===== config.mk =====
export PLATFORM = sky130hd
export DESIGN_NAME = execute_stage_flat
export DESIGN_NICKNAME = d
export VERILOG_FILES = /design/src/isa_pkg.sv /design/src/pipe_pkg.sv /design/src/fwd_if.sv /design/src/execute_stage.sv /design/src/flat_wrapper.sv
export VERILOG_INCLUDE_DIRS = /design/src
export SDC_FILE = /design/constraint.sdc
export NUM_CORES = 1
export LEC_CHECK = 0
export ABC_CLOCK_PERIOD_IN_PS = 6400
export BUFFER_PORTS_ARGS = -buffer_cell sky130_fd_sc_hd__buf_2
export CORE_AREA = 2 2 136 138
export DETAILED_ROUTE_END_ITERATION = 10
export DIE_AREA = 0 0 138 140
export PLACE_DENSITY = 0.74
export SYNTH_ARGS = -nofsm -noshare
export SYNTH_HDL_FRONTEND = slang
export SYNTH_SLANG_ARGS = --single-unit

===== constraint.sdc =====
create_clock -name vclk -period 6.4
set_input_delay 0.96 -clock vclk [all_inputs]
set_output_delay 0.96 -clock vclk [all_outputs]
set_load 0.1 [all_outputs]

===== src/mips_settings.svh =====
`ifndef MIPS_SETTINGS_SVH
`define MIPS_SETTINGS_SVH

// Data path and address width
`define MIPS_XLEN 32

// Register index width
`define MIPS_REG_AW 5

// First fetch address after reset
`define MIPS_RESET_PC 32'h0000_3000

// Data memory depth in words
`define MIPS_DMEM_WORDS 256

`endif


===== src/isa_pkg.sv =====
`include "mips_settings.svh"

package isa_pkg;

    typedef logic [`MIPS_XLEN-1:0] word_t;
    typedef logic [`MIPS_REG_AW-1:0] reg_idx_t;
    typedef logic [1:0] stage_time_t;

    localparam logic [5:0] OP_SPECIAL = 6'h00;
    localparam logic [5:0] OP_BEQ = 6'h04;
    localparam logic [5:0] OP_ORI = 6'h0d;
    localparam logic [5:0] OP_LUI = 6'h0f;
    localparam logic [5:0] OP_LW = 6'h23;
    localparam logic [5:0] OP_SW = 6'h2b;

    localparam logic [5:0] FN_ADDU = 6'h21;
    localparam logic [5:0] FN_SUBU = 6'h23;

    typedef struct packed {
        logic [5:0] opcode;
        reg_idx_t   rs;
        reg_idx_t   rt;
        reg_idx_t   rd;
        logic [4:0] shamt;
        logic [5:0] funct;
    } instr_r_t;

    typedef struct packed {
        logic [5:0]  opcode;
        reg_idx_t    rs;
        reg_idx_t    rt;
        logic [15:0] imm;
    } instr_i_t;

    typedef enum logic [1:0] {ALU_ADD, ALU_SUB, ALU_OR, ALU_LUI} alu_op_t;
    typedef enum logic {OPB_REG, OPB_IMM} opb_sel_t;

    // dst is zero when nothing is written back
    typedef struct packed {
        alu_op_t     alu_op;
        opb_sel_t    opb_sel;
        logic        ext_signed;
        logic        mem_write;
        logic        mem_read;
        logic        is_branch;
        reg_idx_t    dst;
        stage_time_t t_use_rs;
        stage_time_t t_use_rt;
        stage_time_t t_new;
    } ctrl_t;

endpackage


===== src/pipe_pkg.sv =====
package pipe_pkg;

    typedef struct packed {
        isa_pkg::word_t instr;
        isa_pkg::word_t pc;
    } fd_t;

    typedef struct packed {
        isa_pkg::ctrl_t    ctrl;
        isa_pkg::word_t    pc;
        isa_pkg::reg_idx_t rs;
        isa_pkg::reg_idx_t rt;
        isa_pkg::word_t    rs_val;
        isa_pkg::word_t    rt_val;
        isa_pkg::word_t    imm;
    } de_t;

    typedef struct packed {
        isa_pkg::ctrl_t    ctrl;
        isa_pkg::word_t    pc;
        isa_pkg::reg_idx_t rt;
        isa_pkg::word_t    alu_res;
        isa_pkg::word_t    store_data;
    } em_t;

    typedef struct packed {
        isa_pkg::ctrl_t ctrl;
        isa_pkg::word_t pc;
        isa_pkg::word_t alu_res;
        isa_pkg::word_t load_data;
    } mw_t;

endpackage


===== src/fwd_if.sv =====
`timescale 1ns/100ps

interface fwd_if;
    // Memory stage result
    // m_dst is zero when it cannot forward
    isa_pkg::reg_idx_t m_dst;
    isa_pkg::word_t    m_data;
    // Writeback stage result
    isa_pkg::reg_idx_t w_dst;
    isa_pkg::word_t    w_data;

    modport mem_side (output m_dst, m_data, input w_dst, w_data);
    modport dec_side (output w_dst, w_data, input m_dst, m_data);
    modport exe_side (input m_dst, m_data, w_dst, w_data);
endinterface


===== src/execute_stage.sv =====
`timescale 1ns/100ps

module execute_stage (
    input  pipe_pkg::de_t de_q,
    fwd_if.exe_side       fwd,
    output pipe_pkg::em_t em_d
);

    isa_pkg::word_t a;
    isa_pkg::word_t b_reg;
    isa_pkg::word_t b;
    isa_pkg::word_t result;

    // Operands may have been produced after decode read them
    assign a = (de_q.rs != '0 && de_q.rs == fwd.m_dst) ? fwd.m_data :
               (de_q.rs != '0 && de_q.rs == fwd.w_dst) ? fwd.w_data : de_q.rs_val;
    assign b_reg = (de_q.rt != '0 && de_q.rt == fwd.m_dst) ? fwd.m_data :
                   (de_q.rt != '0 && de_q.rt == fwd.w_dst) ? fwd.w_data : de_q.rt_val;

    assign b = (de_q.ctrl.opb_sel == isa_pkg::OPB_IMM) ? de_q.imm : b_reg;

    always_comb begin
        case (de_q.ctrl.alu_op)
            isa_pkg::ALU_SUB: result = a - b;
            isa_pkg::ALU_OR:  result = a | b;
            isa_pkg::ALU_LUI: result = {b[15:0], 16'h0000};
            default:          result = a + b;
        endcase
    end

    assign em_d.ctrl = de_q.ctrl;
    assign em_d.pc = de_q.pc;
    assign em_d.rt = de_q.rt;
    assign em_d.alu_res = result;
    assign em_d.store_data = b_reg;

endmodule


===== src/flat_wrapper.sv =====
// flat-port wrapper written by rule: the top's interface ports become plain ports
module execute_stage_flat 
  (de_q, em_d, fwd_m_dst, fwd_m_data, fwd_w_dst, fwd_w_data);
  fwd_if fwd_i ();
  input  pipe_pkg::de_t de_q;
  output pipe_pkg::em_t em_d;
  input wire logic [$bits(fwd_i.m_dst)-1:0] fwd_m_dst;
  input wire logic [$bits(fwd_i.m_data)-1:0] fwd_m_data;
  input wire logic [$bits(fwd_i.w_dst)-1:0] fwd_w_dst;
  input wire logic [$bits(fwd_i.w_data)-1:0] fwd_w_data;
  assign fwd_i.m_dst = fwd_m_dst;
  assign fwd_i.m_data = fwd_m_data;
  assign fwd_i.w_dst = fwd_w_dst;
  assign fwd_i.w_data = fwd_w_data;
  execute_stage u_core (.de_q(de_q), .fwd(fwd_i), .em_d(em_d));
endmodule

-- After elaboration in Yosys (flattened, before gate mapping)
Index checks and enable logic that the tools add are counted.
- flip-flop bits (word level): 0
- input port bits: 230
- output and inout port bits: 119
- logic and storage cells: 22
- add/sub/neg operators: 2
- equality and inequality tests: 7
- muxes and demuxes: 6
- bitwise operators: 1
- reduce and logical (&&, ||, !) cells: 6
- operators with widths (kind ; count):
    32-bit two-way mux ; 5
    32-bit one-hot mux with 3 select lines ; 1
    32-bit adder ; 1
    32-bit OR ; 1
    32-bit subtractor ; 1
    5-bit == test ; 4
    5-bit nonzero test ; 2
    2-bit == test (second input constant) ; 2
    1-bit logical AND ; 4
    2-bit by 1-bit == test with 1-bit output (second input constant) ; 1

-- Depth between registers and ports, before layout
- depth after elaboration: 7
- mapped depth: 25
- mapped depth without buffers: 22

-- Worst setup path after synthesis
OpenSTA, ideal clock, no wires.
- path type: input to output
- start point: input port de_q[97] (netlist name)
- end point: output port em_d[62] (netlist name)
- arrival: 9190 ps
- data required time: 5440 ps
- path slack: -3750 ps
- stages on the path: 18
- buffers on the path: 2
- path through: nor3_1 and2_1 buf_2 buf_2 o31ai_1 a31oi_1 mux2i_1 o2111a_1 nand4_1 nor2_1 a41oi_1 xor2_1 ha_1 and3_1 a21oi_1 nor2_1 a41oi_1 o311ai_0
- RTL lines (item ; RTL line ; RTL):
    start: declaration ; flat_wrapper.sv:5 ; input pipe_pkg::de_t de_q;
    end: declaration ; flat_wrapper.sv:6 ; output pipe_pkg::em_t em_d;

==> summary.md <==
| Metric | Value |
|---|---|
| Core area | `17800 sq um` |
| Sequential cells | `0` |
| Vias in the first global route | `8363` |
| CP max stage cell | `a221oi_4` |
| Leakage power | `4.25 nW` |
| Final Net Count | `1485` |
| Synth Cell Area | `5790 sq um` |
| Unrepaired setup endpoints after global routing | `yes` |
| Final Hold Viols | `0` |
| Min-Delay Path Depth | `0` |
| Layout cells sized above 1 | `49.5%` |
| Top cells by area, synth | `o21ai_0 (8.1%), buf_4 (7.1%), ha_1 (7.1%), xnor2_1 (6.8%), mux2i_1 (6.7%)` |
| Worst path required time | `5.44 ns` |
| Most frequent cells in the layout | `buf_2 (224), buf_4 (202), nand2_1 (99), o21ai_0 (67), mux2i_1 (39)` |
| CP Max Fanout | `6` |
| Setup slack at placement | `-0.419 ns` |
| Detail Route Antenna Nets | `0` |
| Commonest non-fill, non-tap cell in the layout | `buf_2` |
| Maximum clock rate | `0.148 GHz` |
| WL per Instance | `21.3 um` |
| Syn Inst Count | `856` |
| Final Cycle Share | `106%` |
| Initial DRT Pass Iterations | `7` |
| Clkbuf count | `0` |
| Post-Route WL | `31000 um` |
| Slew headroom | `38.7%` |
| Worst setup path class | `primary input to primary output` |
| Total power | `2.06 mW` |
| Initial Utilization | `32.5%` |
| Drt via density | `5.99` |
| Max IR drop VDD | `173 uV` |
| Initial DRC count | `883` |
| Crit. End Element | `primary output` |
| CTS Hold Bufs | `0` |
| I/O pin total | `349` |
| DIE HEIGHT | `140 um` |
| Critical Path AT | `5.80 ns` |
| Failing checks | `negative setup slack` |
| Port Buffers | `255` |
| Hold_ws | `1.92 ns` |
| Total congestion overflow | `0` |
| Fin. max-slew vios | `0` |
| Crit path top cell by count | `buf_12` |
| Hold EP | `em_d[105]` |
| Die area | `19300 sq um` |
| Outcome | `finished with violations` |
| DP Wirelength | `25300 um` |
| Rows | `49` |
| First-pass GRT wire length | `45800 um` |
| Yosys cell types | `79` |
| Power density cells | `212 nW/um^2` |
| Min-Delay Path Class | `primary input to primary output` |
| Minimum clock period | `6.76 ns` |
| Max-Cap Viols | `0` |
| Reg area | `0 sq um` |
| Setup ws final | `-0.357 ns` |
| Final setup viols | `14` |
| Routability cong. | `1.04` |
| Syn. warnings | `0` |
| DRC | `0` |
| Gr usage total | `29.5%` |
| Critical path's largest stage delay | `0.39 ns` |
| Initial antenna violation count | `3` |
| Total number of vias | `8686` |
| Largest net degree at the start of global routing | `55` |
| Area leader, netlist | `o21ai_0` |
| Top-area cell type share of the netlist area | `8.13%` |
| Avg Synthesized Cell Area | `6.76 sq um` |
| Worst-Margin Slew | `0.907 ns` |
| Cells along the critical path | `buf_12, buf_12, xnor2_4, and3_4, a211oi_4, a22o_1, a221oi_4, o2111ai_4, or2_4, o31ai_4, xnor2_1, ha_1, o21ai_1, a21oi_2, nand4_1, a211oi_2, o311ai_4, a32oi_2, a311oi_2, o311ai_2, nor4b_2, buf_4, a221oi_4, buf_12` |
| Area Overhead vs Synth | `67.3%` |
| Fillcell total | `1664` |
| Post-synthesis net count | `1120` |
| Seq/Total Area, Yosys | `0%` |
| Startpoint types | `primary input` |
| Die width | `138 um` |
| Hold path start | `de_q[142]` |
how the worst max path moves through the flow:
stage	startpoint	end	slack [ns]	cells after the start
finish	de_q[99]	em_d[63]	-0.36	24
floorplan	fwd_m_dst[4]	em_d[63]	-0.41	25
global placement	de_q[100]	em_d[63]	-0.29	23
global route	de_q[99]	em_d[63]	-0.57	23
CTS	de_q[99]	em_d[63]	-0.28	24
detailed placement	fwd_w_dst[4]	em_d[63]	-0.42	24
power by group:
group          internal (mW)  switching [mW]
combinational          0.776            1.28
sequential                 0               0
clock           0.0000000627               0
synthesized netlist by cell type, drive strengths merged, types with 14 or more instances:
cell type  count
a21o          16
nand3         20
buf           74
clkbuf        31
nand2        103
xor2          30
a31oi         23
o211ai        30
mux2i         39
o21ai        100
a22oi         14
ha            33
nand4         16
nor2          46
nor3          15
inv           20
xnor2         45
a21oi         43
what timing repair did:
action | CTS | global route
resized for setup | 54 | 49
cloned | 2 | 0
pin swaps | 41 | 48
buffers inserted | 17 | 13
setup endpoints to repair | 15 | 19
kinds of logic after synthesis:
kind of cell / after synthesis / share of synthesized area, %
multiplexers: 40 / 6.94
AND/OR/NAND/NOR: 270 / 24.2
XOR/XNOR: 75 / 11.4
AO/OA/AOI/OAI: 312 / 37.4
adder cells (fa/ha/maj): 34 / 7.48
buffers and inverters: 125 / 12.6
layer usage:
layer	up-vias	GRT usage [%]	part of all wire (%)
met2	596	50.4	46
met1	4025	35.8	37
met5	-	0	0
met4	0	14.7	6.1
met3	143	4.89	11
li1	3922	-	-
critical path, delay by kind of cell:
kind | cells | cell delay [ns]
xor gates and xnor gates | 2 | 0.24
and+or+nand+nor | 4 | 0.80
AOI/OAI and AO/OA | 13 | 2.85
adders and majority gates | 1 | 0.31
buffers and inverters | 4 | 0.60
layout make-up:
type | instances | area [sq um] | share of cell area [%]
well taps | 229 | 287 | 2.96
diodes | 3 | 7.51 | 0.0775
multi-input cells | 733 | 5940 | 61.3
inverters | 20 | 75.1 | 0.775
repair buffers | 466 | 3370 | 34.8
stage by stage:
| stage | setup TNS [ns] | cells | utilization [%] | area [sq um] |
|---|---|---|---|---|
| final | -2.66 | 1451 | 54.4 | 9680 |
| after global routing | -5.94 | 1450 | 54.4 | 9680 |
| after CTS | -1.05 | 1436 | 52.4 | 9320 |
| after detailed placement | -2.59 | 1418 | 50.3 | 8930 |
| after global placement | -1.52 | 1418 | 50.3 | 8930 |
| after floorplan | -0.546 | 856 | - | 6200 |
Note: power is estimated with default switching activity, not from simulation.
