<file path="src/mips_settings.svh">
`ifndef MIPS_SETTINGS_SVH
`define MIPS_SETTINGS_SVH

// Data path and address width
`define MIPS_XLEN 32

// Register index width
`define MIPS_REG_AW 5

// First fetch address after reset
`define MIPS_RESET_PC 32'h0000_3000

// Data memory depth in words
`define MIPS_DMEM_WORDS 256

`endif

</file>
<file path="src/isa_pkg.sv">
`include "mips_settings.svh"

package isa_pkg;

    typedef logic [`MIPS_XLEN-1:0] word_t;
    typedef logic [`MIPS_REG_AW-1:0] reg_idx_t;
    typedef logic [1:0] stage_time_t;

    localparam logic [5:0] OP_SPECIAL = 6'h00;
    localparam logic [5:0] OP_BEQ = 6'h04;
    localparam logic [5:0] OP_ORI = 6'h0d;
    localparam logic [5:0] OP_LUI = 6'h0f;
    localparam logic [5:0] OP_LW = 6'h23;
    localparam logic [5:0] OP_SW = 6'h2b;

    localparam logic [5:0] FN_ADDU = 6'h21;
    localparam logic [5:0] FN_SUBU = 6'h23;

    typedef struct packed {
        logic [5:0] opcode;
        reg_idx_t   rs;
        reg_idx_t   rt;
        reg_idx_t   rd;
        logic [4:0] shamt;
        logic [5:0] funct;
    } instr_r_t;

    typedef struct packed {
        logic [5:0]  opcode;
        reg_idx_t    rs;
        reg_idx_t    rt;
        logic [15:0] imm;
    } instr_i_t;

    typedef enum logic [1:0] {ALU_ADD, ALU_SUB, ALU_OR, ALU_LUI} alu_op_t;
    typedef enum logic {OPB_REG, OPB_IMM} opb_sel_t;

    // dst is zero when nothing is written back
    typedef struct packed {
        alu_op_t     alu_op;
        opb_sel_t    opb_sel;
        logic        ext_signed;
        logic        mem_write;
        logic        mem_read;
        logic        is_branch;
        reg_idx_t    dst;
        stage_time_t t_use_rs;
        stage_time_t t_use_rt;
        stage_time_t t_new;
    } ctrl_t;

endpackage

</file>
<file path="src/pipe_pkg.sv">
package pipe_pkg;

    typedef struct packed {
        isa_pkg::word_t instr;
        isa_pkg::word_t pc;
    } fd_t;

    typedef struct packed {
        isa_pkg::ctrl_t    ctrl;
        isa_pkg::word_t    pc;
        isa_pkg::reg_idx_t rs;
        isa_pkg::reg_idx_t rt;
        isa_pkg::word_t    rs_val;
        isa_pkg::word_t    rt_val;
        isa_pkg::word_t    imm;
    } de_t;

    typedef struct packed {
        isa_pkg::ctrl_t    ctrl;
        isa_pkg::word_t    pc;
        isa_pkg::reg_idx_t rt;
        isa_pkg::word_t    alu_res;
        isa_pkg::word_t    store_data;
    } em_t;

    typedef struct packed {
        isa_pkg::ctrl_t ctrl;
        isa_pkg::word_t pc;
        isa_pkg::word_t alu_res;
        isa_pkg::word_t load_data;
    } mw_t;

endpackage

</file>
<file path="src/hazard_unit.sv">
`timescale 1ns/100ps

module hazard_unit (
    input  isa_pkg::reg_idx_t rs,
    input  isa_pkg::reg_idx_t rt,
    input  isa_pkg::ctrl_t    ctrl_d,
    input  pipe_pkg::de_t     de_q,
    input  pipe_pkg::em_t     em_q,
    output logic              stall
);

    isa_pkg::stage_time_t e_new;
    isa_pkg::stage_time_t m_new;
    logic rs_e;
    logic rs_m;
    logic rt_e;
    logic rt_m;

    assign e_new = de_q.ctrl.t_new;

    // One stage closer to its result than when it sat in execute
    assign m_new = (em_q.ctrl.t_new == 2'd0) ? 2'd0 : em_q.ctrl.t_new - 2'd1;

    assign rs_e = (rs != '0) && (rs == de_q.ctrl.dst) && (e_new > ctrl_d.t_use_rs);
    assign rt_e = (rt != '0) && (rt == de_q.ctrl.dst) && (e_new > ctrl_d.t_use_rt);
    assign rs_m = (rs != '0) && (rs == em_q.ctrl.dst) && (m_new > ctrl_d.t_use_rs);
    assign rt_m = (rt != '0) && (rt == em_q.ctrl.dst) && (m_new > ctrl_d.t_use_rt);

    assign stall = rs_e || rt_e || rs_m || rt_m;

endmodule

</file>
<file path="config.mk">
export PLATFORM = sky130hd
export DESIGN_NAME = hazard_unit
export DESIGN_NICKNAME = d
export VERILOG_FILES = /design/src/isa_pkg.sv /design/src/pipe_pkg.sv /design/src/hazard_unit.sv
export VERILOG_INCLUDE_DIRS = /design/src
export SDC_FILE = /design/constraint.sdc
export NUM_CORES = 1
export LEC_CHECK = 0
export ABC_AREA = 1
export BUFFER_PORTS_ARGS = -buffer_cell sky130_fd_sc_hd__clkbuf_2
export CAP_MARGIN = 20
export CORE_AREA = 4 4 115 117
export DETAILED_ROUTE_END_ITERATION = 6
export DIE_AREA = 0 0 119 121
export GPL_TIMING_DRIVEN = 0
export PLACE_DENSITY = 0.39
export SLEW_MARGIN = 25
export SYNTH_ARGS = -nofsm -noshare
export SYNTH_HDL_FRONTEND = slang
export SYNTH_SLANG_ARGS = --single-unit
</file>
<file path="constraint.sdc">
create_clock -name vclk -period 1.3
set_input_delay 0.065 -clock vclk [all_inputs]
set_output_delay 0.065 -clock vclk [all_outputs]
set_load 0.02 [all_outputs]
</file>
# == Word level (Yosys, flattened, before mapping) ==
# Index checks and enable logic that the tools add are counted.
# word_totals
register_bits,0
inputBits,303
output_inout_bits,1
elab_cells,24
# op_classes
addsub,1
magnitude_cmp,4
n_eq_ne,4
muxes,1
n_reduce_logical,14
# op_table
cell,n
5-bit == test,4
5-bit nonzero test,2
2-bit greater-than comparator,4
1-bit logical AND,8
1-bit logical OR,3
2-bit logical NOT,1
2-bit two-way mux,1
"2-bit by 1-bit subtractor with 2-bit output, second input constant",1

# == Depth between registers and ports, before layout ==
# Gate-level depths: netlist of run 1.
# logic_depth
ltp_word,6
ltp_mapped,10
mapped_depth_nobuf,10

# == Least setup slack after synthesis of run 1 ==
# OpenSTA, ideal clock, no wires.
# synth_path
path_kind,input port to output port
from,input em_q[101] in the netlist's numbering
to,output stall
t_arrival_ns,0.945
required_time_ns,1.235
setup_slack_ns,0.290
cell_stages,10
path_buffers,0
cell_sequence,nand2_1 -> inv_1 -> ha_1 -> nand2_1 -> nand3_1 -> nor2_1 -> nand3_1 -> nand2_1 -> nand2_1 -> nand2_1
# synth_between
elab_chain_cells,6
word_cells_on_any_way,9
classes_between,1 x add/sub; 2 x order compare; 1 x mux; 5 x reduce/logical
# synth_rtl
item,line_no,source
"start, declared",hazard_unit.sv:8,"input pipe_pkg::em_t em_q,"
2-bit by 1-bit subtractor with 2-bit output / 2-bit logical NOT (equally long branches),hazard_unit.sv:22,assign m_new = (em_q.ctrl.t_new == 2'd0) ? 2'd0 : em_q.ctrl.t_new - 2'd1;
2-bit two-way mux *,hazard_unit.sv:22,
2-bit greater-than comparator,hazard_unit.sv:26,assign rs_m = (rs != '0) && (rs == em_q.ctrl.dst) && (m_new > ctrl_d.t_use_rs);
1-bit logical AND,hazard_unit.sv:26,
1-bit logical OR,hazard_unit.sv:29,assign stall = rs_e || rt_e || rs_m || rt_m;
1-bit logical OR *,hazard_unit.sv:29,
"end, declared",hazard_unit.sv:9,output logic stall
# Every way passes the cells marked *; elsewhere a longest branch is shown, timed or not.

# == Final worst setup path of run 1 ==
# layout_path
from,input em_q[102] in the netlist's numbering
to,output stall
# Same word-level chain as after synthesis.

==> metrics.md, run 1 <==
| Metric | Value |
|---|---|
| Final WS setup | 0.0965 ns |
| Worst-path cell chain | buf_2, nand2_4, inv_4, ha_4, a21oi_1, nor2_1, nand3_1, nand2_1, nand2_1, nand2_1, clkbuf_8 |
| Synth unique cells | 10 |
| Mapped Area | 577 µm² |
| Status | finished, final reports clean |
| Via/cell ratio | 2.40 |
| CP Launch Type | input pin |
| FFs & Latches | 0 |
| Relative slew margins | 87.6% |
| Most common cell after layout, fill and taps aside | nand2_1 |
| N_diodes | 0 |
| Worst vdd rail ir drop | 31.8 µV |
| Worst-Margin Slew | 0.185 ns |
| Post-Route WL | 2.55 mm |
| Worst Hold Class | in2out |
| Fin Setup TNS | 0 ns |
| Crit Path Max Fanout | 2 |
| CP delay by family, top | simple AND/OR/NAND/NOR gates |
| Overall Global Routing Usage | 3.40% |
| Bufs and invs on worst path | 3 |
| DP Area | 937 µm² |
| Vias in the first global route | 806 |
| Initial drt markers | 11 |
| Synthesis-to-layout area growth | 88.1% |
| Layout cells sized above 1 | 36.8% |
| Final max-slew violation count | 0 |
| First-pass GRT wire length | 3.87 mm |
| Final nets | 465 |
| Area contributors post-synth | nand2_1 (36%), ha_1 (17%), inv_1 (15%) |
| CP arrival | 1.14 ns |
| Vias post-DR | 779 |
| Initial core utilization | 4.67% |
| WP data required | 1.24 ns |
| Input/output buffers | 29 |
| Antenna violations before repair | 2 |
| Antenna Nets Post-Route | 0 |
| Pre-CTS setup slack | -0.0558 ns |
| Simple-Gate Fraction of Synth Area | 54.9% |
| Hold Slack | 0.636 ns |
| Register area | 0 µm² |
| Yosys top cell area share | 35.8% |
| Die ar. | 14400 µm² |
| Crit path time final | 1.20 ns |
| Leakage power | 0.558 nW |
| Grt total ovfl | 0 |
| Main combinational cell family by area after synthesis | simple AND/OR/NAND/NOR gates |
| Most frequent cells in the layout | nand2_1 (51), clkbuf_2 (25), inv_1 (18) |
| Routability cong. | 0.825 |
| DRC viols | 0 |
| Syn_area_per_cell | 4.69 µm² |
| Syn nets | 434 |
| CLK BUF | 0 |
| CP max stage cell | ha_4 |
| Final instance area | 1080 µm² |
| Hold violation total from the final report | 0 |
| Dpl hpwl | 2.36 mm |
| Core Box Area | 12400 µm² |
| Compound-cell area share of the yosys netlist | 3.47% |
| Mux cell area share after synthesis | 0% |
| Yosys top cell by area | nand2_1 |
| Largest net degree at the start of global routing | 5 |
| Setup CP Type | in2out |
| Post-Synth Adder-Cell Area | 17.4% |
| Post-synthesis sequential area ratio | 0% |
| Post-Synth XOR/XNOR Area | 6.07% |
| CP most frequent cell | nand2_1 |
| Die X | 119 µm |
| Pwr dens | 264 nW/µm² |
| Max Cap Violations | 0 |
| Fmax | 0.831 GHz |
| CP endpoint kind | output pin |
| Die Y | 121 µm |
| Final setup fails | 0 |
| Synth warn | 0 |
| I/O pin cnt | 304 |
| WL/cell | 7.86 µm |
| Biggest cell delay along the critical path | 0.19 ns |
| CTS Hold Bufs | 0 |
| FP Rows | 41 |
| Mapped Cells | 123 |
| Total power | 0.286 mW |
| Fin crit share | 92.6% |
| Drt pass-1 iters | 4 |
## cells in the mapped netlist
cell,number
a21oi_1,4
xor2_1,4
nand2_1,55
ha_1,8
nor3_1,2
inv_1,23
nor2_2,2
nor2_1,10
inv_2,5
nand3_1,10
## layer usage
layer,vias up,track usage [%],wire (µm)
li1,425,-,-
met1,336,3.31,889
met2,10,7.21,1460
met3,4,1.17,164
met4,4,0,8
met5,-,0,26
## metrics by stage
step,util (%),cells
4_1_cts,8.37,324
3_3_place_gp,7.58,324
3_5_place_dp,7.58,324
2_1_floorplan,-,123
5_1_grt,8.77,324
6_report,8.77,324
## final timing paths
| check | startpoint | to | slack [ns] | cells past startpoint |
|---|---|---|---|---|
| worst max-delay path | em_q[102] | stall | 0.1 | 11 |
| worst min-delay path | rs[1] | stall | 0.64 | 6 |
## kinds of logic after synthesis
kind of cell,after synthesis
buffers and inverters,28
AO/OA/AOI/OAI,4
XOR/XNOR,4
AND/OR/NAND/NOR,79
adder cells (fa/ha/maj),8
## report_power, final
group	internal, mW	switching [mW]	total (mW)
clock network	0	0	0
logic	0.127	0.159	0.286
registers	0	0	0
total	0.127	0.159	0.286
## cell type report
type | count | area [µm²]
Multi-Input combinational cell | 95 | 594
Inverter | 28 | 113
Timing Repair Buffer | 29 | 163
Fill cell | 1457 | 11300
Tap cell | 172 | 215
## timing repair
action | CTS | global route
gates resized for setup | 16 | 14
pin swaps | 7 | 8
endpoints found under the setup margin | 1 | 1
buffers inserted | 0 | 0
No activity file was read; power rests on OpenSTA's default activity.
==> inputs of run 2 (changes only) <==
--- a/config.mk
+++ b/config.mk
@@ -7,7 +7,7 @@
 export NUM_CORES = 1
 export LEC_CHECK = 0
 export ABC_AREA = 1
-export BUFFER_PORTS_ARGS = -buffer_cell sky130_fd_sc_hd__clkbuf_2
+export BUFFER_PORTS_ARGS = -buffer_cell sky130_fd_sc_hd__buf_2
 export CAP_MARGIN = 20
 export CORE_AREA = 4 4 115 117
 export DETAILED_ROUTE_END_ITERATION = 6
==> run 2 against run 1 <==
  * Cell area grew 2.5%
  * Critical path depth grew 1
  * Worst setup slack gained 0.012 ns
  * Core utilization grew 0.22 points
  * Highest routed layer unchanged
  * Critical endpoint unchanged
  * Global-route usage grew 0.26 points
  * First-iteration DRC count grew 64%
  * Total power grew 7.2%
  * Die area is the same
  * Flip-flop and latch count is the same
  * Via count grew 1.3%
  * Final cell count grew 0.31%
  * Non-clock buffer count is the same
==> metrics.md, run 2 (synthesis gave the netlist of run 1 again) <==
| Metric | Value |
|---|---|
| Status | finished, final reports clean (unchanged) |
| CP delay by family, top | simple AND/OR/NAND/NOR gates (unchanged) |
| Antenna violations before repair | 3 (was 2) |
| Via/cell ratio | 2.43 (was 2.40) |
| Postcts setup bufs | 0 (unchanged) |
| Placed Instances | 324 (unchanged) |
| FP Rows | 41 (unchanged) |
| Sw frac | 55.5% (about the same) |
| WP data required | 1.24 ns (about the same) |
| FFs & Latches | 0 (unchanged) |
| Sequential share of power | 0% (about the same) |
| Drt pass-1 iters | 4 (unchanged) |
| Input/output buffers | 29 (unchanged) |
| Hold violation total from the final report | 0 (unchanged) |
| Crit Path Max Fanout | 2 (unchanged) |
| Int Power | 0.137 mW (was 0.127 mW) |
| Worst-Margin Slew | 0.185 ns (about the same) |
| Overall Global Routing Usage | 3.66% (was 3.40%) |
| Die Y | 121 µm (unchanged) |
| Layout cells sized above 1 | 40.1% (was 36.8%) |
| Initial core utilization | 4.67% (unchanged) |
| CTS Hold Bufs | 0 (unchanged) |
| Max Cap Violations | 0 (unchanged) |
| CP Launch Type | input pin (unchanged) |
| Crit path time final | 1.19 ns (was 1.20 ns) |
| Bufs and invs on worst path | 3 (unchanged) |
| Worst Hold Class | in2out (unchanged) |
| Most frequent cells in the layout | nand2_1 (50), buf_2 (26), inv_1 (18) (was nand2_1 (51), clkbuf_2 (25), inv_1 (18)) |
| Vias in the first global route | 836 (was 806) |
| Fmax | 0.839 GHz (was 0.831 GHz) |
| Most common cell after layout, fill and taps aside | nand2_1 (unchanged) |
| Synthesis-to-layout area growth | 92.8% (was 88.1%) |
| Relative slew margins | 87.6% (about the same) |
| Routability cong. | 0.809 (was 0.825) |
| Die ar. | 14400 µm² (unchanged) |
| Pwr dens | 276 nW/µm² (was 264 nW/µm²) |
| Core Box Area | 12400 µm² (unchanged) |
| DP Area | 937 µm² (unchanged) |
| Fin crit share | 91.7% (was 92.6%) |
| Clock power share | 0% (about the same) |
| CLK BUF | 0 (unchanged) |
| DRC viols | 0 (unchanged) |
| Antenna Nets Post-Route | 0 (unchanged) |
| Setup CP Type | in2out (unchanged) |
| Biggest cell delay along the critical path | 0.24 ns (was 0.19 ns) |
| CP arrival | 1.13 ns (was 1.14 ns) |
| First-pass GRT wire length | 4.16 mm (was 3.87 mm) |
| Vias post-DR | 789 (was 779) |
| Final nets | 465 (unchanged) |
| Final setup fails | 0 (unchanged) |
| I/O pin cnt | 304 (unchanged) |
| Dpl hpwl | 2.38 mm (was 2.36 mm) |
| Switch Pwr | 0.170 mW (was 0.159 mW) |
| Initial drt markers | 18 (was 11) |
| Die X | 119 µm (unchanged) |
| Final Non-Filler Cells | 325 (was 324) |
| Hold Slack | 0.614 ns (was 0.636 ns) |
| CP max stage cell | ha_4 (unchanged) |
| CP endpoint kind | output pin (unchanged) |
| Post-Route WL | 2.60 mm (was 2.55 mm) |
| Grt total ovfl | 0 (unchanged) |
| Worst-path cell chain | buf_6, nand2_4, inv_4, ha_4, nand2_4, nand3_2, nor2_2, nand3_1, nand2_1, nand2_1, nand2_2, buf_6 (was buf_2, nand2_4, inv_4, ha_4, a21oi_1, nor2_1, nand3_1, nand2_1, nand2_1, nand2_1, clkbuf_8) |
| Final instance area | 1110 µm² (was 1080 µm²) |
| Largest net degree at the start of global routing | 5 (unchanged) |
| Final max-slew violation count | 0 (unchanged) |
| Total power | 0.307 mW (was 0.286 mW) |
| WL/cell | 8.00 µm (was 7.86 µm) |
| Worst vdd rail ir drop | 29.7 µV (was 31.8 µV) |
| Register area | 0 µm² (unchanged) |
| Power share of the combinational group | 100.0% (about the same) |
| Leakage power | 0.563 nW (was 0.558 nW) |
==> run 2: changes by cell type in the layout (fill, tap and decap cells not counted), sizes merged <==
| cell | delta |
|---|---|
| clkbuf | -27 |
| buf | +27 |
| diode | +1 |
==> run 2: power by group through the flow <==
stage	registers (mW)	clock network [mW]	logic (mW)
after global placement	0	0	0.233
after floorplan	0	0	0.129
after global routing	0	0.000000103	0.355
final	0	0.000000103	0.307
after detailed placement	0	0	0.237
after CTS	0	0	0.263
==> run 2: cell type report <==
type	instances	area [µm²]
well taps	172	215
fillers	1473	11300
multi-input cells	95	618
diodes	1	2.50
repair buffers	29	164
inverters	28	113
==> run 2: worst paths after layout <==
| check | slack [ns] | cells past startpoint | endpoint | from |
|---|---|---|---|---|
| hold / removal | 0.61 | 6 | stall | rs[1] |
| setup / recovery | 0.11 | 12 | stall | em_q[102] |
==> run 2: metrics by stage <==
step / utilization, % / setup WS [ns] / setup TNS [ns]
after detailed placement: 7.58 / -0.0554 / -0.0554
after CTS: 8.17 / 0.0101 / 0
final: 9.00 / 0.108 / 0
after global placement: 7.58 / -0.0612 / -0.0612
after floorplan: - / 0.290 / 0
after global routing: 9.00 / -0.0155 / -0.0155
==> run 2: timing repair <==
action | CTS | global route
hold endpoints to repair | 0 | 0
setup endpoints to repair | 1 | 1
pin swaps | 9 | 16
gates resized for setup | 13 | 24
==> run 2: metal layers <==
metal | global-route usage, % | wire length (µm)
met2 | 7.84 | 1500
met5 | 0 | 21
met4 | 0 | 23
met3 | 1.03 | 157
met1 | 3.62 | 896
