[config.mk]
export PLATFORM = sky130hd
export DESIGN_NAME = decode_stage_flat
export DESIGN_NICKNAME = d
export VERILOG_FILES = /design/src/isa_pkg.sv /design/src/pipe_pkg.sv /design/src/fwd_if.sv /design/src/decode_stage.sv /design/src/decoder.sv /design/src/flat_wrapper.sv
export VERILOG_INCLUDE_DIRS = /design/src
export SDC_FILE = /design/constraint.sdc
export NUM_CORES = 2
export LEC_CHECK = 0
export BUFFER_PORTS_ARGS = -buffer_cell sky130_fd_sc_hd__buf_2
export CORE_UTILIZATION = 50
export CTS_CLUSTER_DIAMETER = 80
export DETAILED_ROUTE_END_ITERATION = 12
export PLACE_DENSITY = 0.71
export SYNTH_ARGS = -nofsm -noshare
export SYNTH_HDL_FRONTEND = slang
export SYNTH_SLANG_ARGS = --single-unit
export TNS_END_PERCENT = 1
[constraint.sdc]
create_clock -name clk -period 3.75 [get_ports clk]
set_input_delay 0 -clock clk [delete_from_list [all_inputs] [get_ports clk]]
set_output_delay 0 -clock clk [all_outputs]
set_load 0.01 [all_outputs]
[src/mips_settings.svh]
`ifndef MIPS_SETTINGS_SVH
`define MIPS_SETTINGS_SVH

// Data path and address width
`define MIPS_XLEN 32

// Register index width
`define MIPS_REG_AW 5

// First fetch address after reset
`define MIPS_RESET_PC 32'h0000_3000

// Data memory depth in words
`define MIPS_DMEM_WORDS 256

`endif

[src/isa_pkg.sv]
`include "mips_settings.svh"

package isa_pkg;

    typedef logic [`MIPS_XLEN-1:0] word_t;
    typedef logic [`MIPS_REG_AW-1:0] reg_idx_t;
    typedef logic [1:0] stage_time_t;

    localparam logic [5:0] OP_SPECIAL = 6'h00;
    localparam logic [5:0] OP_BEQ = 6'h04;
    localparam logic [5:0] OP_ORI = 6'h0d;
    localparam logic [5:0] OP_LUI = 6'h0f;
    localparam logic [5:0] OP_LW = 6'h23;
    localparam logic [5:0] OP_SW = 6'h2b;

    localparam logic [5:0] FN_ADDU = 6'h21;
    localparam logic [5:0] FN_SUBU = 6'h23;

    typedef struct packed {
        logic [5:0] opcode;
        reg_idx_t   rs;
        reg_idx_t   rt;
        reg_idx_t   rd;
        logic [4:0] shamt;
        logic [5:0] funct;
    } instr_r_t;

    typedef struct packed {
        logic [5:0]  opcode;
        reg_idx_t    rs;
        reg_idx_t    rt;
        logic [15:0] imm;
    } instr_i_t;

    typedef enum logic [1:0] {ALU_ADD, ALU_SUB, ALU_OR, ALU_LUI} alu_op_t;
    typedef enum logic {OPB_REG, OPB_IMM} opb_sel_t;

    // dst is zero when nothing is written back
    typedef struct packed {
        alu_op_t     alu_op;
        opb_sel_t    opb_sel;
        logic        ext_signed;
        logic        mem_write;
        logic        mem_read;
        logic        is_branch;
        reg_idx_t    dst;
        stage_time_t t_use_rs;
        stage_time_t t_use_rt;
        stage_time_t t_new;
    } ctrl_t;

endpackage

[src/pipe_pkg.sv]
package pipe_pkg;

    typedef struct packed {
        isa_pkg::word_t instr;
        isa_pkg::word_t pc;
    } fd_t;

    typedef struct packed {
        isa_pkg::ctrl_t    ctrl;
        isa_pkg::word_t    pc;
        isa_pkg::reg_idx_t rs;
        isa_pkg::reg_idx_t rt;
        isa_pkg::word_t    rs_val;
        isa_pkg::word_t    rt_val;
        isa_pkg::word_t    imm;
    } de_t;

    typedef struct packed {
        isa_pkg::ctrl_t    ctrl;
        isa_pkg::word_t    pc;
        isa_pkg::reg_idx_t rt;
        isa_pkg::word_t    alu_res;
        isa_pkg::word_t    store_data;
    } em_t;

    typedef struct packed {
        isa_pkg::ctrl_t ctrl;
        isa_pkg::word_t pc;
        isa_pkg::word_t alu_res;
        isa_pkg::word_t load_data;
    } mw_t;

endpackage

[src/fwd_if.sv]
`timescale 1ns/100ps

interface fwd_if;
    // Memory stage result
    // m_dst is zero when it cannot forward
    isa_pkg::reg_idx_t m_dst;
    isa_pkg::word_t    m_data;
    // Writeback stage result
    isa_pkg::reg_idx_t w_dst;
    isa_pkg::word_t    w_data;

    modport mem_side (output m_dst, m_data, input w_dst, w_data);
    modport dec_side (output w_dst, w_data, input m_dst, m_data);
    modport exe_side (input m_dst, m_data, w_dst, w_data);
endinterface

[src/decode_stage.sv]
`timescale 1ns/100ps

module decode_stage (
    input  logic              clk,
    input  logic              reset,
    input  pipe_pkg::fd_t     fd_q,
    input  pipe_pkg::mw_t     mw_q,
    fwd_if.dec_side           fwd,
    output isa_pkg::ctrl_t    ctrl_d,
    output isa_pkg::reg_idx_t rs,
    output isa_pkg::reg_idx_t rt,
    output pipe_pkg::de_t     de_d,
    output isa_pkg::word_t    next_pc,
    input  isa_pkg::word_t    pc,
    output logic              wb_valid,
    output isa_pkg::reg_idx_t wb_reg,
    output isa_pkg::word_t    wb_data,
    output isa_pkg::word_t    wb_pc
);

    isa_pkg::word_t regs [1:31];
    isa_pkg::word_t rf_rs;
    isa_pkg::word_t rf_rt;
    isa_pkg::word_t rs_val;
    isa_pkg::word_t rt_val;
    isa_pkg::word_t imm_ext;
    isa_pkg::word_t target;
    logic [15:0] imm16;
    logic taken;

    decoder u_decoder (
        .instr (fd_q.instr),
        .ctrl  (ctrl_d),
        .rs    (rs),
        .rt    (rt),
        .imm16 (imm16)
    );

    // Writeback
    assign wb_reg = mw_q.ctrl.dst;
    assign wb_valid = (mw_q.ctrl.dst != '0);
    assign wb_data = mw_q.ctrl.mem_read ? mw_q.load_data : mw_q.alu_res;
    assign wb_pc = mw_q.pc;
    assign fwd.w_dst = mw_q.ctrl.dst;
    assign fwd.w_data = wb_data;

    always_ff @(posedge clk) begin
        if (reset) begin
            for (int i = 1; i < 32; i++) begin
                regs[i] <= '0;
            end
        end else if (wb_valid) begin
            regs[wb_reg] <= wb_data;
        end
    end

    assign rf_rs = (rs == '0) ? '0 : regs[rs];
    assign rf_rt = (rt == '0) ? '0 : regs[rt];

    // Memory stage first, then writeback, then the register file
    assign rs_val = (rs != '0 && rs == fwd.m_dst) ? fwd.m_data :
                    (rs != '0 && rs == fwd.w_dst) ? fwd.w_data : rf_rs;
    assign rt_val = (rt != '0 && rt == fwd.m_dst) ? fwd.m_data :
                    (rt != '0 && rt == fwd.w_dst) ? fwd.w_data : rf_rt;

    assign imm_ext = ctrl_d.ext_signed ? {{16{imm16[15]}}, imm16} : {16'h0000, imm16};

    // Branch target is relative to the delay slot
    assign taken = ctrl_d.is_branch && (rs_val == rt_val);
    assign target = fd_q.pc + 32'd4 + {imm_ext[29:0], 2'b00};
    assign next_pc = taken ? target : pc + 32'd4;

    assign de_d.ctrl = ctrl_d;
    assign de_d.pc = fd_q.pc;
    assign de_d.rs = rs;
    assign de_d.rt = rt;
    assign de_d.rs_val = rs_val;
    assign de_d.rt_val = rt_val;
    assign de_d.imm = imm_ext;

endmodule

[src/decoder.sv]
`timescale 1ns/100ps

module decoder (
    input  isa_pkg::word_t    instr,
    output isa_pkg::ctrl_t    ctrl,
    output isa_pkg::reg_idx_t rs,
    output isa_pkg::reg_idx_t rt,
    output logic [15:0]       imm16
);

    isa_pkg::instr_r_t f_r;
    isa_pkg::instr_i_t f_i;
    logic use_rs;
    logic use_rt;

    assign f_r = instr;
    assign f_i = instr;
    assign imm16 = f_i.imm;

    // Unused source fields read as register 0
    assign rs = use_rs ? f_r.rs : '0;
    assign rt = use_rt ? f_r.rt : '0;

    always_comb begin
        ctrl = '0;
        use_rs = 1'b0;
        use_rt = 1'b0;
        case (f_r.opcode)
            isa_pkg::OP_SPECIAL: begin
                if (f_r.funct == isa_pkg::FN_ADDU || f_r.funct == isa_pkg::FN_SUBU) begin
                    ctrl.alu_op = (f_r.funct == isa_pkg::FN_SUBU) ? isa_pkg::ALU_SUB
                                                                  : isa_pkg::ALU_ADD;
                    ctrl.dst = f_r.rd;
                    ctrl.t_use_rs = 2'd1;
                    ctrl.t_use_rt = 2'd1;
                    ctrl.t_new = 2'd1;
                    use_rs = 1'b1;
                    use_rt = 1'b1;
                end
            end
            isa_pkg::OP_ORI: begin
                ctrl.alu_op = isa_pkg::ALU_OR;
                ctrl.opb_sel = isa_pkg::OPB_IMM;
                ctrl.dst = f_r.rt;
                ctrl.t_use_rs = 2'd1;
                ctrl.t_new = 2'd1;
                use_rs = 1'b1;
            end
            isa_pkg::OP_LUI: begin
                ctrl.alu_op = isa_pkg::ALU_LUI;
                ctrl.opb_sel = isa_pkg::OPB_IMM;
                ctrl.dst = f_r.rt;
                ctrl.t_new = 2'd1;
            end
            isa_pkg::OP_LW: begin
                ctrl.opb_sel = isa_pkg::OPB_IMM;
                ctrl.ext_signed = 1'b1;
                ctrl.mem_read = 1'b1;
                ctrl.dst = f_r.rt;
                ctrl.t_use_rs = 2'd1;
                ctrl.t_new = 2'd2;
                use_rs = 1'b1;
            end
            isa_pkg::OP_SW: begin
                ctrl.opb_sel = isa_pkg::OPB_IMM;
                ctrl.ext_signed = 1'b1;
                ctrl.mem_write = 1'b1;
                ctrl.t_use_rs = 2'd1;
                ctrl.t_use_rt = 2'd2;
                use_rs = 1'b1;
                use_rt = 1'b1;
            end
            isa_pkg::OP_BEQ: begin
                ctrl.ext_signed = 1'b1;
                ctrl.is_branch = 1'b1;
                use_rs = 1'b1;
                use_rt = 1'b1;
            end
            default: ctrl = '0;
        endcase
    end

endmodule

[src/flat_wrapper.sv]
// flat-port wrapper written by rule: the top's interface ports become plain ports
module decode_stage_flat 
  (clk, reset, fd_q, mw_q, ctrl_d, rs, rt, de_d, next_pc, pc, wb_valid, wb_reg, wb_data, wb_pc, fwd_w_dst, fwd_w_data, fwd_m_dst, fwd_m_data);
  fwd_if fwd_i ();
  input  logic clk;
  input  logic reset;
  input  pipe_pkg::fd_t fd_q;
  input  pipe_pkg::mw_t mw_q;
  output isa_pkg::ctrl_t ctrl_d;
  output isa_pkg::reg_idx_t rs;
  output isa_pkg::reg_idx_t rt;
  output pipe_pkg::de_t de_d;
  output isa_pkg::word_t next_pc;
  input  isa_pkg::word_t pc;
  output logic wb_valid;
  output isa_pkg::reg_idx_t wb_reg;
  output isa_pkg::word_t wb_data;
  output isa_pkg::word_t wb_pc;
  output wire logic [$bits(fwd_i.w_dst)-1:0] fwd_w_dst;
  output wire logic [$bits(fwd_i.w_data)-1:0] fwd_w_data;
  input wire logic [$bits(fwd_i.m_dst)-1:0] fwd_m_dst;
  input wire logic [$bits(fwd_i.m_data)-1:0] fwd_m_data;
  assign fwd_w_dst = fwd_i.w_dst;
  assign fwd_w_data = fwd_i.w_data;
  assign fwd_i.m_dst = fwd_m_dst;
  assign fwd_i.m_data = fwd_m_data;
  decode_stage u_core (.clk(clk), .reset(reset), .fd_q(fd_q), .mw_q(mw_q), .fwd(fwd_i), .ctrl_d(ctrl_d), .rs(rs), .rt(rt), .de_d(de_d), .next_pc(next_pc), .pc(pc), .wb_valid(wb_valid), .wb_reg(wb_reg), .wb_data(wb_data), .wb_pc(wb_pc));
endmodule
Word level (Yosys, flattened, before mapping)
Memory sizes are Yosys's and may differ from the RTL's.
Cells that the tools add are included.
Storage, ports and cells
  memory bits (writable): 992
  input bits: 249
  register bits: 0
  memories kept: 1
Memory list
  u_core.regs: words 31, width 32, read ports 2, clocked after Yosys merged registers in 0, write ports 31, RTL line decode_stage.sv:21  | isa_pkg::word_t regs [1:31];
Operators by class
  multiplexer cells: 35
  add/subtract/negate cells: 3
  eq/ne operators: 12
  reduce and logical (&&, ||, !) cells: 20
Operator list (count)
  $mux 32: 10
  $add 32x3->32 const B: 2
  $add 32x32->32: 1
  $eq 32x32->1: 1
  $reduce_or 32->1: 1
  $eq 6x6->1 const B: 4
  $eq 5x5->1: 4
  $mux 5: 3
  $reduce_bool 5->1: 3
  $mux 1: 14
  $eq 6x4->1 const B: 2
  $pmux 2 s3: 2
  $mux 11: 1
  $logic_not 5->1: 2
  $pmux 5 s2: 1
  $reduce_or 3->1: 3
  $pmux 2 s2: 2
  $reduce_or 4->1: 2
  $eq 6x3->1 const B: 1
  $logic_not 6->1: 1
  $logic_and 1x1->1: 5
  $pmux 1 s2: 2
  $reduce_or 2->1: 2
  $logic_or 1x1->1: 1

Longest topological paths before layout
  word-level depth: 12
  mapped depth: 19
  mapped depth without buffers: 18

By module
From an unflattened synthesis, not the netlist that was laid out.
Second synthesis, totals
  cells, all modules: 4468
  area total of the unflattened synthesis: 58576.2 µm²
Modules (own cells, without submodules)
  decode_stage: area an instance 58044.4 µm², seq. area each 30749.5 µm², cells each 4390, times used 1
  decoder: area an instance 531.8 µm², seq. area each 0.0 µm², cells each 78, times used 1

Worst setup path after synthesis
OpenSTA, ideal clock, no wires.
  kind: input to output
  from: input port fd_q[59] (netlist bit)
  to: output port next_pc[31]
  arrival: 4.112 ns
  setup slack: -0.362 ns
  cell stages on the path: 17
  path buffers: 0
  path through: nor4_4 > a2bb2oi_4 > inv_2 > and2_1 > ha_1 > ha_1 > a21o_1 > a21o_1 > a21oi_1 > nor2_1 > a311oi_1 > nor4_1 > o31a_1 > o21ai_0 > mux2i_1 > a211oi_1 > mux2i_1
RTL lines
  start, declared: RTL line flat_wrapper.sv:7  | input pipe_pkg::fd_t fd_q;
  end, declared: RTL line flat_wrapper.sv:13  | output isa_pkg::word_t next_pc;

Worst setup path in the final report
  from: input port fd_q[60] (netlist bit)
  to: output port next_pc[1]
On the way
  cells in the longest elaborated chain, start to end: 11
  elaborated cells between the ends (all ways): 34
RTL lines
  $eq 6x4->1, or another cell as far along: RTL line decoder.sv:28  | case (f_r.opcode)
  $reduce_or 4->1 (no source line) / $reduce_or 2->1 (equally long branches)
  $pmux 1 s2: RTL line decoder.sv:28
  $mux 5, on equally long branches: RTL line decoder.sv:21, decoder.sv:22
  $mem_v2 31x32, or another cell as far along
  $mux 32, or another cell as far along: RTL line decode_stage.sv:57  | assign rf_rs = (rs == '0) ? '0 : regs[rs];
  $mux 32, on equally long branches: RTL line decode_stage.sv:62, decode_stage.sv:64
  $mux 32, on equally long branches: RTL line decode_stage.sv:61, decode_stage.sv:63
  $eq 32x32->1: RTL line decode_stage.sv:69  | assign taken = ctrl_d.is_branch && (rs_val == rt_val);
  $logic_and 1x1->1 *: RTL line decode_stage.sv:69
  $mux 32 *: RTL line decode_stage.sv:71  | assign next_pc = taken ? target : pc + 32'd4;
Mark *: on every way between the ends. The rest lies on a longest branch, timed or not.

==> results.json <==
{
  "status": "complete, but fails checks",
  "failed_checks": "negative setup slack",
  "die_h_um": 351,
  "drc": 0,
  "crit_required_ns": 3.75,
  "layout.nets": 7248,
  "clockBufferDepth": 3,
  "largest_reg_flops": 1024,
  "synth.avg_cell_area_um2": 10.3,
  "path_delay_family": "buffers and inverters",
  "grt.busiest_layer": "met2",
  "min_period_ns": 4.75,
  "multi_input_area_um2": 27800,
  "place_ws_ns": -1.37,
  "synth_area_leaders": "edfxtp_1 50%, nor2_1 7.5%, mux2i_1 4.8%, mux4_2 4.4%, a21oi_1 2.9%",
  "fin_area_um2": 77100,
  "vias_per_cell": 7.06,
  "fin_cells": 8665,
  "start_util": 0.506,
  "cp-end-kind": "primary output",
  "slew_headroom": 0.323,
  "worst-path-buf-inv": 10,
  "crit_path_max_incr_delay_ns": 0.54,
  "die_area_um2": 123000,
  "cts_root_buf": "clkbuf_16",
  "async_reset_ff_frac": 0,
  "globalRouteMet1Util": 0.624,
  "place_area_um2": 71700,
  "path_max_fanout": 6,
  "synth_seq_cells": 1024,
  "synth_edf_count": 1024,
  "drt_iter0_drc": 11300,
  "critPathKind": "input pin to primary output",
  "seq_power_share": 0.459,
  "grt_util_all_layers": 0.517,
  "syn_to_final_growth_pct": 26.5,
  "min_from": "mw_q[80]",
  "routed_wl_um": 327000,
  "ys_seq_area_frac": 0.504,
  "fp.dieW_um": 351,
  "fillers": 9778,
  "row_count": 127,
  "min_path_cells": 0,
  "slew_viol_final": 0,
  "p_clk_frac": 0.366,
  "grt_pass1_wl_um": 439000,
  "place_congestion": 1.09,
  "use_met2": 0.729,
  "grt_pass1_vias": 56600,
  "switching_share": 0.292,
  "dr_total_vias": 61200,
  "fin_setup_tns_ns": -27.94,
  "fmax_ghz": 0.210,
  "top_regs": "u_core.regs x1024",
  "critPathLaunchType": "input pin",
  "critPathArrivalTime_ns": 4.75,
  "grt_start_max_net_pins": 56,
  "syn_area_um2": 61000,
  "worst_slew_pin_slew_ns": 1.02,
  "hold_class": "input pin to primary output",
  "syn-instance-count": 5925,
  "wl_per_cell_um": 37.7,
  "hold_viol_final": 0,
  "critical_path.slowest_cell": "o31ai_4",
  "gr-total-overflow": 0,
  "fin_crit_sh": 1.27,
  "synth_top_area_frac": 0.504,
  "setup_violations": 32,
  "fin_util": 0.640,
  "dp_hpwl_um": 228000,
  "cts_made_buffers": 111,
  "grt_use_met3": 0.230,
  "p_per_area_nw_per_um2": 388,
  "worstPathCellList": "buf_2 -> and4b_1 -> nand2_1 -> inv_4 -> buf_12 -> o31ai_4 -> nand2_1 -> buf_4 -> buf_4 -> a211oi_2 -> nor3_2 -> a221o_1 -> xnor2_1 -> buf_4 -> nand4_1 -> and4b_1 -> nand4_4 -> buf_12 -> buf_12 -> buf_16 -> mux2_4 -> buf_6",
  "hold_end": "wb_pc[16]",
  "comb_power_share": 0.176,
  "htree_levels": 3,
  "maxCapViolCount": 0,
  "ant_nets": 0,
  "dpl.cell_count": 8337,
  "dr.pass1.iters": 9,
  "peakVddDrop_mv": 0.457,
  "drive_gt1_frac": 0.310,
  "cts.sinks": 1024,
  "netSwitchingPower_mw": 8.73,
  "cts_tree": "done",
  "rsz0062_at_grt": "yes",
  "antenna_found_initial": 42,
  "p_int_mw": 21.2,
  "synthDistinctLibCells": 97,
  "worst_slack_ns": -1.00,
  "port_buffers": 493,
  "ios": 572,
  "synth_top_cell_by_area": "edfxtp_1",
  "synth_ff_type": "edfxtp_1",
  "yosysWarnings": 0,
  "p_leak_nw": 30.9,
  "fp.coreArea_um2": 120000,
  "regMostFlops": "u_core.regs",
  "ff_latch_area_um2": 30700
}
[synth_stat cells, types with 10 or more instances]
cell	number
xnor2_1	54
or2_2	11
nor3_1	53
inv_2	10
nand3_1	81
nand2_1	443
a211oi_1	93
a21o_1	12
a311oi_1	15
mux2_2	143
a2bb2oi_1	13
a21oi_1	348
buf_1	78
inv_1	66
o21a_1	20
clkbuf_1	350
o31ai_1	14
or3_1	21
and3_1	31
mux4_2	119
o211ai_1	58
a22oi_1	26
o21ai_0	213
a31o_2	11
o221ai_1	104
a221o_1	25
a211o_1	16
edfxtp_1	1024
nor2_1	1224
and2_1	10
o22ai_1	80
o2111ai_1	18
a22o_1	12
buf_4	178
mux2i_1	293
buf_2	114
a221oi_1	46
nand2b_1	65
nor4_1	13
a31oi_1	96
nor2b_1	49
ha_1	58
nand4_1	21
xor2_1	42
[power groups by stage]
stage               sequential (mW)  clock, mW  combinational [mW]
floorplan                      13.8          0                2.48
global placement               13.9          0                4.76
detailed placement             13.9          0                4.79
CTS                            13.7       10.9                4.96
global route                   13.8       11.3                5.31
finish                         13.7       10.9                5.27
[routing by layer]
layer | vias to the layer above | wire length (um)
met1 | 29300 | 108000
li1 | 23800 | -
met4 | 32 | 29000
met5 | - | 194
met2 | 6417 | 133000
met3 | 1620 | 57000
[repair_timing]
item,CTS,global route
gates cloned,4,1
endpoints found under the setup margin,32,32
endpoints found under the hold margin,842,0
pin swaps,37,26
buffers inserted,27,11
gates resized for setup,116,41
hold buffers,63,0
[worst max-delay path by stage]
stage | cells past startpoint | endpoint | start
4_1_cts | 16 | next_pc[1] | u_core.regs[27][31]
5_1_grt | 23 | next_pc[1] | fd_q[59]
6_report | 22 | next_pc[1] | fd_q[60]
2_1_floorplan | 16 | next_pc[20] | fd_q[50]
3_3_place_gp | 22 | next_pc[4] | fd_q[60]
3_5_place_dp | 23 | next_pc[31] | fd_q[60]
[placed cells by master, fill, tap and decap left out, drive strengths merged, types with 80 or more instances in the layout]
cell type and count:
a211oi 93, a21oi 348, a31oi 96, buf 1522, clkbuf 136, edfxtp 1024, inv 80, mux2 148
mux2i 293, mux4 119, nand2 444, nand3 83, nor2 1225, o21ai 218, o221ai 104, o22ai 80
[cells by family (layout without fill, tap and decap cells)]
logic type	Yosys count	after routing	share of synthesized area
muxes	560	560	0.119
xor gates and xnor gates	96	96	0.0138
buffers and inverters	798	1871	0.0624
other	1	56	0.0000615
and+or+nand+nor	2071	2071	0.143
adders and majority gates	59	59	0.0122
DFF	1024	1024	0.504
AOI/OAI and AO/OA	1316	1316	0.145
[through the flow]
stage	hold slack (ns)	power (mW)
2_1_floorplan	0.0682	16.2
3_3_place_gp	0.0000686	18.6
3_5_place_dp	0.0000686	18.7
4_1_cts	0.0000686	29.5
5_1_grt	0.0000338	30.3
6_report	0.00000449	29.9
[area by class of cell]
cell class              count  share of cell area
clock inverters            71             0.00792
multi-input cells        4136               0.361
well taps                1612              0.0261
flip-flops and latches   1024               0.399
diodes                     22            0.000714
repair buffers           1589               0.164
clock buffers             133              0.0374
inverters                  78             0.00409
Power figures use the tool's default switching activity.
